### config.mk
export PLATFORM = sky130hd
export DESIGN_NAME = cache_perf_top
export DESIGN_NICKNAME = d
export VERILOG_FILES = /design/src/hw/perf_pkg.sv /design/src/hw/event_counter.sv /design/src/hw/perf_cfg_regs.sv /design/src/hw/report_sequencer.sv /design/src/hw/uart_tx.sv /design/src/hw/cache_perf_top.sv
export VERILOG_INCLUDE_DIRS = /design/src /design/src/include
export SDC_FILE = /design/constraint.sdc
export NUM_CORES = 1
export LEC_CHECK = 0
export BUFFER_PORTS_ARGS = -buffer_cell sky130_fd_sc_hd__buf_2
export CAP_MARGIN = 10
export CORE_MARGIN = 1
export CORE_UTILIZATION = 30
export DETAILED_ROUTE_END_ITERATION = 8
export PLACE_DENSITY = 0.55
export SYNTH_ARGS = -nofsm -noshare
export SYNTH_HDL_FRONTEND = slang
export SYNTH_HIERARCHICAL = 1
export SYNTH_SLANG_ARGS = --single-unit
### constraint.sdc
create_clock -name clk -period 4.3 [get_ports clk]
set_input_delay 0.645 -clock clk [delete_from_list [all_inputs] [get_ports clk]]
set_output_delay 0.645 -clock clk [all_outputs]
set_load 0.02 [all_outputs]
### src/include/perf_defs.svh
`ifndef PERF_DEFS_SVH
`define PERF_DEFS_SVH

// counter and report sizes
`define PERF_CNT_W	12
`define PERF_NUM_EVT	8
`define PERF_RPT_LEN	21

// configuration registers
`define PERF_CFG_W	16
`define PERF_BAUD_RST	16'd868	// clocks per bit
`define PERF_GAP_RST	16'd1000	// idle clocks before each char

`endif

### src/hw/perf_pkg.sv
`default_nettype none
`include "perf_defs.svh"

package perf_pkg;

	// bit positions on the event vector
	typedef enum logic [2:0] {
		EVT_L1I_READ  = 3'd0,
		EVT_L1I_MISS  = 3'd1,
		EVT_L1D_READ  = 3'd2,
		EVT_L1D_WRITE = 3'd3,
		EVT_L1D_MISS  = 3'd4,
		EVT_L2_READ   = 3'd5,
		EVT_L2_WRITE  = 3'd6,
		EVT_L2_MISS   = 3'd7
	} evt_e;

	typedef logic [`PERF_CNT_W-1:0] cnt_t;

	typedef cnt_t [`PERF_NUM_EVT-1:0] cnt_vec_t;	// indexed by evt_e

	typedef enum logic [1:0] {
		ST_IDLE,
		ST_LOAD,	// snap strobe, counts latched
		ST_GAP,
		ST_SEND	// tx_start strobe
	} seq_state_e;

endpackage

`default_nettype wire

### src/hw/event_counter.sv
`default_nettype none
`timescale 1ns/100ps
`include "perf_defs.svh"

module event_counter (
	input wire clk,
	input wire rstn,
	input wire [`PERF_NUM_EVT-1:0] evt_i,
	input wire snap_i,
	output logic [`PERF_NUM_EVT-1:0][`PERF_CNT_W-1:0] cnt_o
);

	logic [`PERF_NUM_EVT-1:0] evt_q;	// previous sample
	logic [`PERF_NUM_EVT-1:0] rise;
	perf_pkg::cnt_vec_t cnt_q;
	perf_pkg::cnt_vec_t cnt_d;

	assign rise = evt_i & ~evt_q;
	assign cnt_o = cnt_q;

	for (genvar i = 0; i < `PERF_NUM_EVT; i++) begin : g_evt
		localparam perf_pkg::evt_e EVT = perf_pkg::evt_e'(i);

		// an edge in the snap cycle already belongs to the new interval
		assign cnt_d[EVT] = snap_i ? perf_pkg::cnt_t'(rise[EVT]) :
			cnt_q[EVT] + perf_pkg::cnt_t'(rise[EVT]);	// wraps at 4096

		a_step: assert property (@(posedge clk) disable iff (!rstn)
			!snap_i |=> (cnt_q[EVT] == $past(cnt_q[EVT])) ||
				(cnt_q[EVT] == perf_pkg::cnt_t'($past(cnt_q[EVT]) + 1'b1)));
	end

	always_ff @(posedge clk) begin
		if (!rstn) begin
			evt_q <= '0;
			cnt_q <= '0;
		end else begin
			evt_q <= evt_i;
			cnt_q <= cnt_d;
		end
	end

endmodule

`default_nettype wire

### src/hw/perf_cfg_regs.sv
`default_nettype none
`timescale 1ns/100ps
`include "perf_defs.svh"

module perf_cfg_regs (
	input wire clk,
	input wire rstn,
	input wire cfg_we_i,
	input wire cfg_addr_i,
	input wire [`PERF_CFG_W-1:0] cfg_wdata_i,
	output logic [`PERF_CFG_W-1:0] cfg_rdata_o,
	output logic [`PERF_CFG_W-1:0] baud_div_o,
	output logic [`PERF_CFG_W-1:0] char_gap_o
);

	localparam logic [`PERF_CFG_W-1:0] BAUD_MIN = 4;

	logic [`PERF_CFG_W-1:0] baud_q;	// addr 0
	logic [`PERF_CFG_W-1:0] gap_q;	// addr 1
	logic [`PERF_CFG_W-1:0] baud_wr;

	// shorter bit periods leave the tx counter no room
	assign baud_wr = (cfg_wdata_i < BAUD_MIN) ? BAUD_MIN : cfg_wdata_i;

	always_ff @(posedge clk) begin
		if (!rstn) begin
			baud_q <= `PERF_BAUD_RST;
			gap_q <= `PERF_GAP_RST;
		end else if (cfg_we_i) begin
			if (cfg_addr_i) begin
				gap_q <= cfg_wdata_i;
			end else begin
				baud_q <= baud_wr;
			end
		end
	end

	assign cfg_rdata_o = cfg_addr_i ? gap_q : baud_q;
	assign baud_div_o = baud_q;
	assign char_gap_o = gap_q;

	a_baud_min: assert property (@(posedge clk) disable iff (!rstn)
		baud_div_o >= BAUD_MIN);

endmodule

`default_nettype wire

### src/hw/report_sequencer.sv
`default_nettype none
`timescale 1ns/100ps
`include "perf_defs.svh"

module report_sequencer (
	input wire clk,
	input wire rstn,
	input wire cpu_done_i,
	input wire [`PERF_NUM_EVT-1:0][`PERF_CNT_W-1:0] cnt_i,
	input wire [`PERF_CFG_W-1:0] char_gap_i,
	input wire tx_busy_i,
	output logic snap_o,
	output logic tx_start_o,
	output logic [7:0] tx_data_o,
	output logic done_o
);

	localparam logic [4:0] LAST = 5'(`PERF_RPT_LEN - 1);

	perf_pkg::seq_state_e state_q;
	logic done_prev_q;
	logic [4:0] idx_q;	// char index 0..20
	logic last_q;	// final char handed to tx
	logic [`PERF_CFG_W-1:0] gap_q;
	perf_pkg::cnt_vec_t snap_q;
	logic [1:0] grp;	// a, b, c
	logic [4:0] grp_base;
	logic [2:0] pos;	// 0 marker, 1..3 miss, 4..6 access
	perf_pkg::cnt_t val;
	logic [3:0] nib;

	always_ff @(posedge clk) begin
		if (!rstn) begin
			state_q <= perf_pkg::ST_IDLE;
			done_prev_q <= 1'b0;
			idx_q <= '0;
			last_q <= 1'b0;
			gap_q <= '0;
		end else begin
			done_prev_q <= cpu_done_i;
			case (state_q)
				perf_pkg::ST_IDLE: begin
					if (cpu_done_i && !done_prev_q) begin
						state_q <= perf_pkg::ST_LOAD;
					end
				end
				perf_pkg::ST_LOAD: begin
					state_q <= perf_pkg::ST_GAP;
					idx_q <= '0;
					last_q <= 1'b0;
					gap_q <= char_gap_i;
				end
				perf_pkg::ST_GAP: begin
					if (tx_busy_i) begin
						gap_q <= char_gap_i;	// restart gap until busy falls
					end else if (last_q) begin
						state_q <= perf_pkg::ST_IDLE;
					end else if (gap_q[`PERF_CFG_W-1:1] == '0) begin
						state_q <= perf_pkg::ST_SEND;	// gap at 0 or 1
					end else begin
						gap_q <= gap_q - 1'b1;
					end
				end
				default: begin
					state_q <= perf_pkg::ST_GAP;
					if (idx_q == LAST) begin
						last_q <= 1'b1;
					end else begin
						idx_q <= idx_q + 1'b1;
					end
				end
			endcase
		end
	end

	always_ff @(posedge clk) begin
		if (state_q == perf_pkg::ST_LOAD) begin
			snap_q <= cnt_i;
		end
	end

	always_comb begin
		if (idx_q >= 5'd14) begin
			grp = 2'd2;
			grp_base = 5'd14;
		end else if (idx_q >= 5'd7) begin
			grp = 2'd1;
			grp_base = 5'd7;
		end else begin
			grp = 2'd0;
			grp_base = 5'd0;
		end
	end

	assign pos = 3'(idx_q - grp_base);

	// access sums wrap to 12 bits
	always_comb begin
		case (grp)
			2'd0: val = (pos < 3'd4) ? snap_q[perf_pkg::EVT_L1I_MISS] :
				snap_q[perf_pkg::EVT_L1I_READ];
			2'd1: val = (pos < 3'd4) ? snap_q[perf_pkg::EVT_L1D_MISS] :
				snap_q[perf_pkg::EVT_L1D_READ] + snap_q[perf_pkg::EVT_L1D_WRITE];
			default: val = (pos < 3'd4) ? snap_q[perf_pkg::EVT_L2_MISS] :
				snap_q[perf_pkg::EVT_L2_READ] + snap_q[perf_pkg::EVT_L2_WRITE];
		endcase
	end

	always_comb begin
		case (pos)
			3'd1, 3'd4: nib = val[11:8];
			3'd2, 3'd5: nib = val[7:4];
			default: nib = val[3:0];
		endcase
	end

	always_comb begin
		if (pos == 3'd0) begin
			tx_data_o = 8'h61 + {6'd0, grp};	// 'a' + group
		end else if (nib < 4'd10) begin
			tx_data_o = 8'h30 + {4'd0, nib};
		end else begin
			tx_data_o = 8'h37 + {4'd0, nib};	// 'A'..'F'
		end
	end

	assign snap_o = (state_q == perf_pkg::ST_LOAD);
	assign tx_start_o = (state_q == perf_pkg::ST_SEND);
	assign done_o = (state_q != perf_pkg::ST_IDLE);

	a_start_idle: assert property (@(posedge clk) disable iff (!rstn)
		tx_start_o |-> !tx_busy_i);

	a_idx_range: assert property (@(posedge clk) disable iff (!rstn)
		idx_q < 5'(`PERF_RPT_LEN));

endmodule

`default_nettype wire

### src/hw/uart_tx.sv
`default_nettype none
`timescale 1ns/100ps
`include "perf_defs.svh"

module uart_tx (
	input wire clk,
	input wire rstn,
	input wire tx_start_i,
	input wire [7:0] tx_data_i,
	input wire [`PERF_CFG_W-1:0] baud_div_i,
	output logic tx_o,
	output logic tx_busy_o
);

	logic [9:0] frame_q;	// stop, data, start; bit 0 on the line
	logic [`PERF_CFG_W-1:0] div_q;	// bit period taken at start
	logic [`PERF_CFG_W-1:0] tick_q;
	logic [3:0] bit_q;
	logic busy_q;
	logic bit_end;

	assign bit_end = (tick_q == div_q - 1'b1);

	always_ff @(posedge clk) begin
		if (!tx_busy_o && tx_start_i) begin
			div_q <= baud_div_i;
		end
	end

	always_ff @(posedge clk) begin
		if (!rstn) begin
			frame_q <= '1;	// idle high
			busy_q <= 1'b0;
			tick_q <= '0;
			bit_q <= '0;
		end else if (!busy_q) begin
			if (tx_start_i) begin
				frame_q <= {1'b1, tx_data_i, 1'b0};
				busy_q <= 1'b1;
				tick_q <= '0;
				bit_q <= '0;
			end
		end else if (bit_end) begin
			tick_q <= '0;
			frame_q <= {1'b1, frame_q[9:1]};	// lsb first, refill with idle
			if (bit_q == 4'd9) begin
				busy_q <= 1'b0;
			end else begin
				bit_q <= bit_q + 1'b1;
			end
		end else begin
			tick_q <= tick_q + 1'b1;
		end
	end

	assign tx_o = frame_q[0];
	assign tx_busy_o = busy_q;

endmodule

`default_nettype wire

### src/hw/cache_perf_top.sv
`default_nettype none
`timescale 1ns/100ps
`include "perf_defs.svh"

module cache_perf_top (
	input wire clk,
	input wire rstn,
	input wire read_l1i_i,
	input wire miss_l1i_i,
	input wire read_l1d_i,
	input wire write_l1d_i,
	input wire miss_l1d_i,
	input wire read_l2_i,
	input wire write_l2_i,
	input wire miss_l2_i,
	input wire cpu_done_i,
	input wire cfg_we_i,
	input wire cfg_addr_i,
	input wire [`PERF_CFG_W-1:0] cfg_wdata_i,
	output wire [`PERF_CFG_W-1:0] cfg_rdata_o,
	output wire tx_o,
	output wire done_o
);

	logic [`PERF_NUM_EVT-1:0] evt;
	perf_pkg::cnt_vec_t cnt_vec;
	logic snap;
	logic [`PERF_CFG_W-1:0] baud_div;
	logic [`PERF_CFG_W-1:0] char_gap;
	logic tx_start;
	logic [7:0] tx_data;
	logic tx_busy;

	assign evt[perf_pkg::EVT_L1I_READ] = read_l1i_i;
	assign evt[perf_pkg::EVT_L1I_MISS] = miss_l1i_i;
	assign evt[perf_pkg::EVT_L1D_READ] = read_l1d_i;
	assign evt[perf_pkg::EVT_L1D_WRITE] = write_l1d_i;
	assign evt[perf_pkg::EVT_L1D_MISS] = miss_l1d_i;
	assign evt[perf_pkg::EVT_L2_READ] = read_l2_i;
	assign evt[perf_pkg::EVT_L2_WRITE] = write_l2_i;
	assign evt[perf_pkg::EVT_L2_MISS] = miss_l2_i;

	event_counter i_event_counter (
		.clk    (clk),
		.rstn   (rstn),
		.evt_i  (evt),
		.snap_i (snap),
		.cnt_o  (cnt_vec)
	);

	perf_cfg_regs i_perf_cfg_regs (
		.clk         (clk),
		.rstn        (rstn),
		.cfg_we_i    (cfg_we_i),
		.cfg_addr_i  (cfg_addr_i),
		.cfg_wdata_i (cfg_wdata_i),
		.cfg_rdata_o (cfg_rdata_o),
		.baud_div_o  (baud_div),
		.char_gap_o  (char_gap)
	);

	report_sequencer i_report_sequencer (
		.clk        (clk),
		.rstn       (rstn),
		.cpu_done_i (cpu_done_i),
		.cnt_i      (cnt_vec),
		.char_gap_i (char_gap),
		.tx_busy_i  (tx_busy),
		.snap_o     (snap),
		.tx_start_o (tx_start),
		.tx_data_o  (tx_data),
		.done_o     (done_o)
	);

	uart_tx i_uart_tx (
		.clk        (clk),
		.rstn       (rstn),
		.tx_start_i (tx_start),
		.tx_data_i  (tx_data),
		.baud_div_i (baud_div),
		.tx_o       (tx_o),
		.tx_busy_o  (tx_busy)
	);

endmodule

`default_nettype wire

==> metrics.md <==
| Metric | Value |
|---|---|
| H-tree Lvls | 2 |
| CP Launch Type | flop |
| Leakage | 6.27 nW |
| Area leader, netlist | dfxtp_1 |
| Tmin final | 4200 ps |
| Number of flops mapped to enable cells by yosys | 112 |
| Synth Register Bits | just over 300 |
| Initial Util | 0.304 |
| Post-DRT Antenna Nets | 0 |
| Fmax | 0.238 GHz |
| Clk_lat worst skew | 530 ps |
| Maximum clock path buffer count | 3 |
| CP bufs+invs | 4 |
| Area Overhead vs Synth | 17.0% |
| Yosys warns | 6 |
| Sequential area share after synthesis | 0.481 |
| First-pass GRT wire length | 57,000 um |
| Slew HR | 0.255 |
| Syn_nets | 1,581 |
| Overall global routing resource usage | 0.139 |
| Clock Skew | 22.7 ps |
| Worst Setup End Kind | flop |
| Setup ws final | 103 ps |
| Cell variety after synth | between 90 and 100 |
| Slowest-stage cell, CP | fa_2 |
| Largest delay share family, worst path | compound AO/OA/AOI/OAI gates |
| GP Congestion | 0.868 |
| Worst Path Arrival | about 4600 ps |
| Vias | 11,400 |
| Vias/cell | 5.03 |
| Hold Buf Count CTS | 0 |
| Worst Path Required | 4700 ps |
| Most common cell in the netlist | dfxtp_1 |
| TritonCTS clock tree | yes |
| Post-synth top cells | dfxtp_1 (191), nand2_1 (151), edfxtp_1 (112) |
| Maximum VDD drop | ~0.26 mV |
| Hpwl dp | 24,600 um |
| WHS | between 300 and 400 ps |
| Die Span X | roughly 230 um |
| Critical Path, Cell by Cell | ha_4 -> o211a_4 -> nor2_4 -> nand2_2 -> inv_2 -> ha_4 -> inv_2 -> fa_2 -> xor2_4 -> and3_4 -> or2_4 -> buf_4 -> a21oi_1 -> a221oi_2 -> a31oi_1 -> and4b_2 -> ha_4 -> buf_4 -> a21oi_1 -> a31oi_1 -> a21oi_1 -> mux2_2 -> mux2i_1 -> nand2_1 |
| # diodes | 0 |
| Yosys top cell area share | 0.256 |
| Final setup viols | 0 |
| Root Buffer | clkbuf_16 |
| Row Count | 81 |
| Fin util | 0.356 |
| Initial DRC Count | about 640 |
| RSZ-0062 raised after global routing | yes |
| Number of global-route vias before repair | 11,000 |
| Synth async-reset ratio | 0 |
| Crit Path Max Fanout | 5 |
| Pre-CTS WS | -55.1 ps |
| Placed instance count | 2,190 |
| Fillers | 4,988 |
| Worst min-delay path category | in2reg |
| DRT Pass-1 Iters | 5 |
| TritonCTS Sinks | 303 |
| WL/cell | 15.5 um |
| Crit share post-route | 0.976 |
| GRT overflow | 0 |
| R2r setup slk | approximately 100 ps |
| Clock slew at reported path FFs | 70 ps |
| Post-route DRC | 0 |
| PD cells | 398 nW/um^2 |
| Worst slew pin tran | 1120 ps |
| Die height | 225 um |
| Synth Instances | 1,498 |
| Status | completed |
| Core Box Area | between 40,000 and 50,000 sq um |
| Initial antenna violation count | 1 |
| I/O Buffers | 46 |
| Setup_tns | 0 ps |
| Final Non-Filler Cells | 2,262 |
| Syn_area_per_cell | 9.96 sq um |
| Largest stage delay, worst path | 420 ps |
| Nets | 1,654 |
| Num CTS Buffers | 35 |
| Total Wirelength | approximately 35,000 um |
| Main flop type after synthesis | dfxtp_1 |
| Max Slew Vio Count | 0 |
| Critical path type | reg2reg |
| Ports | 47 |
| Share of post-route cells with drive strength above 1 | 0.161 |
| Die area | 50,700 sq um |
| Syn Std Cell Area | 14,900 sq um |
| Final Hold Fails | 0 |
| Maxcap violations | 0 |
| Area contributors post-synth | dfxtp_1 (26%), edfxtp_1 (23%), ha_1 (4.3%) |
| Largest net degree at the start of global routing | 76 |
-- flip-flops by register name, indices dropped and copies added, names as in the netlist --
register	cells
i_event_counter/cnt_o	96
i_event_counter/evt_q	8
i_perf_cfg_regs/baud_div_o	16
i_perf_cfg_regs/char_gap_o	16
i_report_sequencer/done_prev_q	1
i_report_sequencer/gap_q	16
i_report_sequencer/idx_q	5
i_report_sequencer/last_q	1
i_report_sequencer/snap_q	96
i_report_sequencer/state_q	2
i_uart_tx/bit_q	4
i_uart_tx/div_q	16
i_uart_tx/frame_q	9
i_uart_tx/tick_q	16
i_uart_tx/tx_busy_o	1
-- report_power, final --
part / internal, W / leakage (nW) / total (W) / switching (W)
sequential: 0.00309 / 2.64 / 0.00317 / 0.0000798
clock: 0.00190 / 0.601 / 0.00315 / 0.00125
combinational: 0.000239 / 3.03 / 0.000631 / 0.000392
total: 0.00523 / 6.27 / 0.00695 / 0.00173
-- through the flow --
step	total power [W]	instance area, sq um
floorplan	0.00366	15000
global placement	0.00385	16100
detailed placement	0.00386	16100
CTS	0.00705	17400
global route	0.00725	17500
finish	0.00695	17500
-- routing by layer --
metal	vias to the layer above	global-route usage	routed length, um
met5	-	0	34
met4	2	0.0421	756
met3	54	0.0223	1280
met2	212	0.232	16500
met1	5428	0.183	16600
li1	5677	-	-
-- path summary, 6_finish.rpt --
path	startpoint	endpoint	cells after the start
max	i_report_sequencer/idx_q[1]	i_uart_tx/frame_q[3]	24
min	read_l1i_i	i_event_counter/evt_q[0]	2
max reg2reg	i_report_sequencer/idx_q[1]	i_uart_tx/frame_q[3]	24
min reg2reg	i_event_counter/cnt_o[72]	i_report_sequencer/snap_q[72]	0
-- cell type report --
type / count / area (sq um) / area share
Timing Repair Buffer: 89 / 568 / 0.0325
Inverter: 38 / 148 / 0.00846
Clock buffer: 40 / 937 / 0.0537
Multi-Input combinational cell: 1104 / 7470 / 0.428
Sequential cell: 303 / 7190 / 0.412
Clock inverter: 24 / 309 / 0.0177
Tap cell: 664 / 831 / 0.0476
-- placed cells by master, fill, tap and decap left out, drive strengths merged, types with 9 or more instances in the layout --
cell type,netlist,routed
a21boi,22,22
a21oi,100,100
a31oi,17,17
and2,39,39
and3,11,11
buf,23,89
clkbuf,30,40
clkinv,0,14
dfxtp,191,191
edfxtp,112,112
ha,51,51
inv,38,40
mux2,25,25
mux2i,28,28
nand2,152,152
nand2b,10,10
nand3,73,73
nand4,32,32
nor2,94,94
nor2b,36,36
nor3,24,24
nor3b,9,9
nor4,18,18
o21a,16,16
o21ai,75,75
o31ai,29,29
or3,30,30
or4,31,31
xnor2,41,41
xor2,27,27
-- logic make-up after synthesis --
kind of cell	count (synthesis)	synth area share
buf+inv	91	0.0277
other cells	1	0.000251
fa+ha+maj	54	0.0468
xor+xnor	68	0.0409
flops	303	0.481
compound gates	341	0.150
mux	53	0.0376
simple gates	587	0.215
-- repair_timing --
item / CTS / global route
hold endpoints to repair: 0 / 0
endpoints found under the setup margin: 3 / 7
setup buffers: 2 / 6
pin swaps: 8 / 10
resized for setup: 4 / 8
No activity file was read; power rests on OpenSTA's default activity.
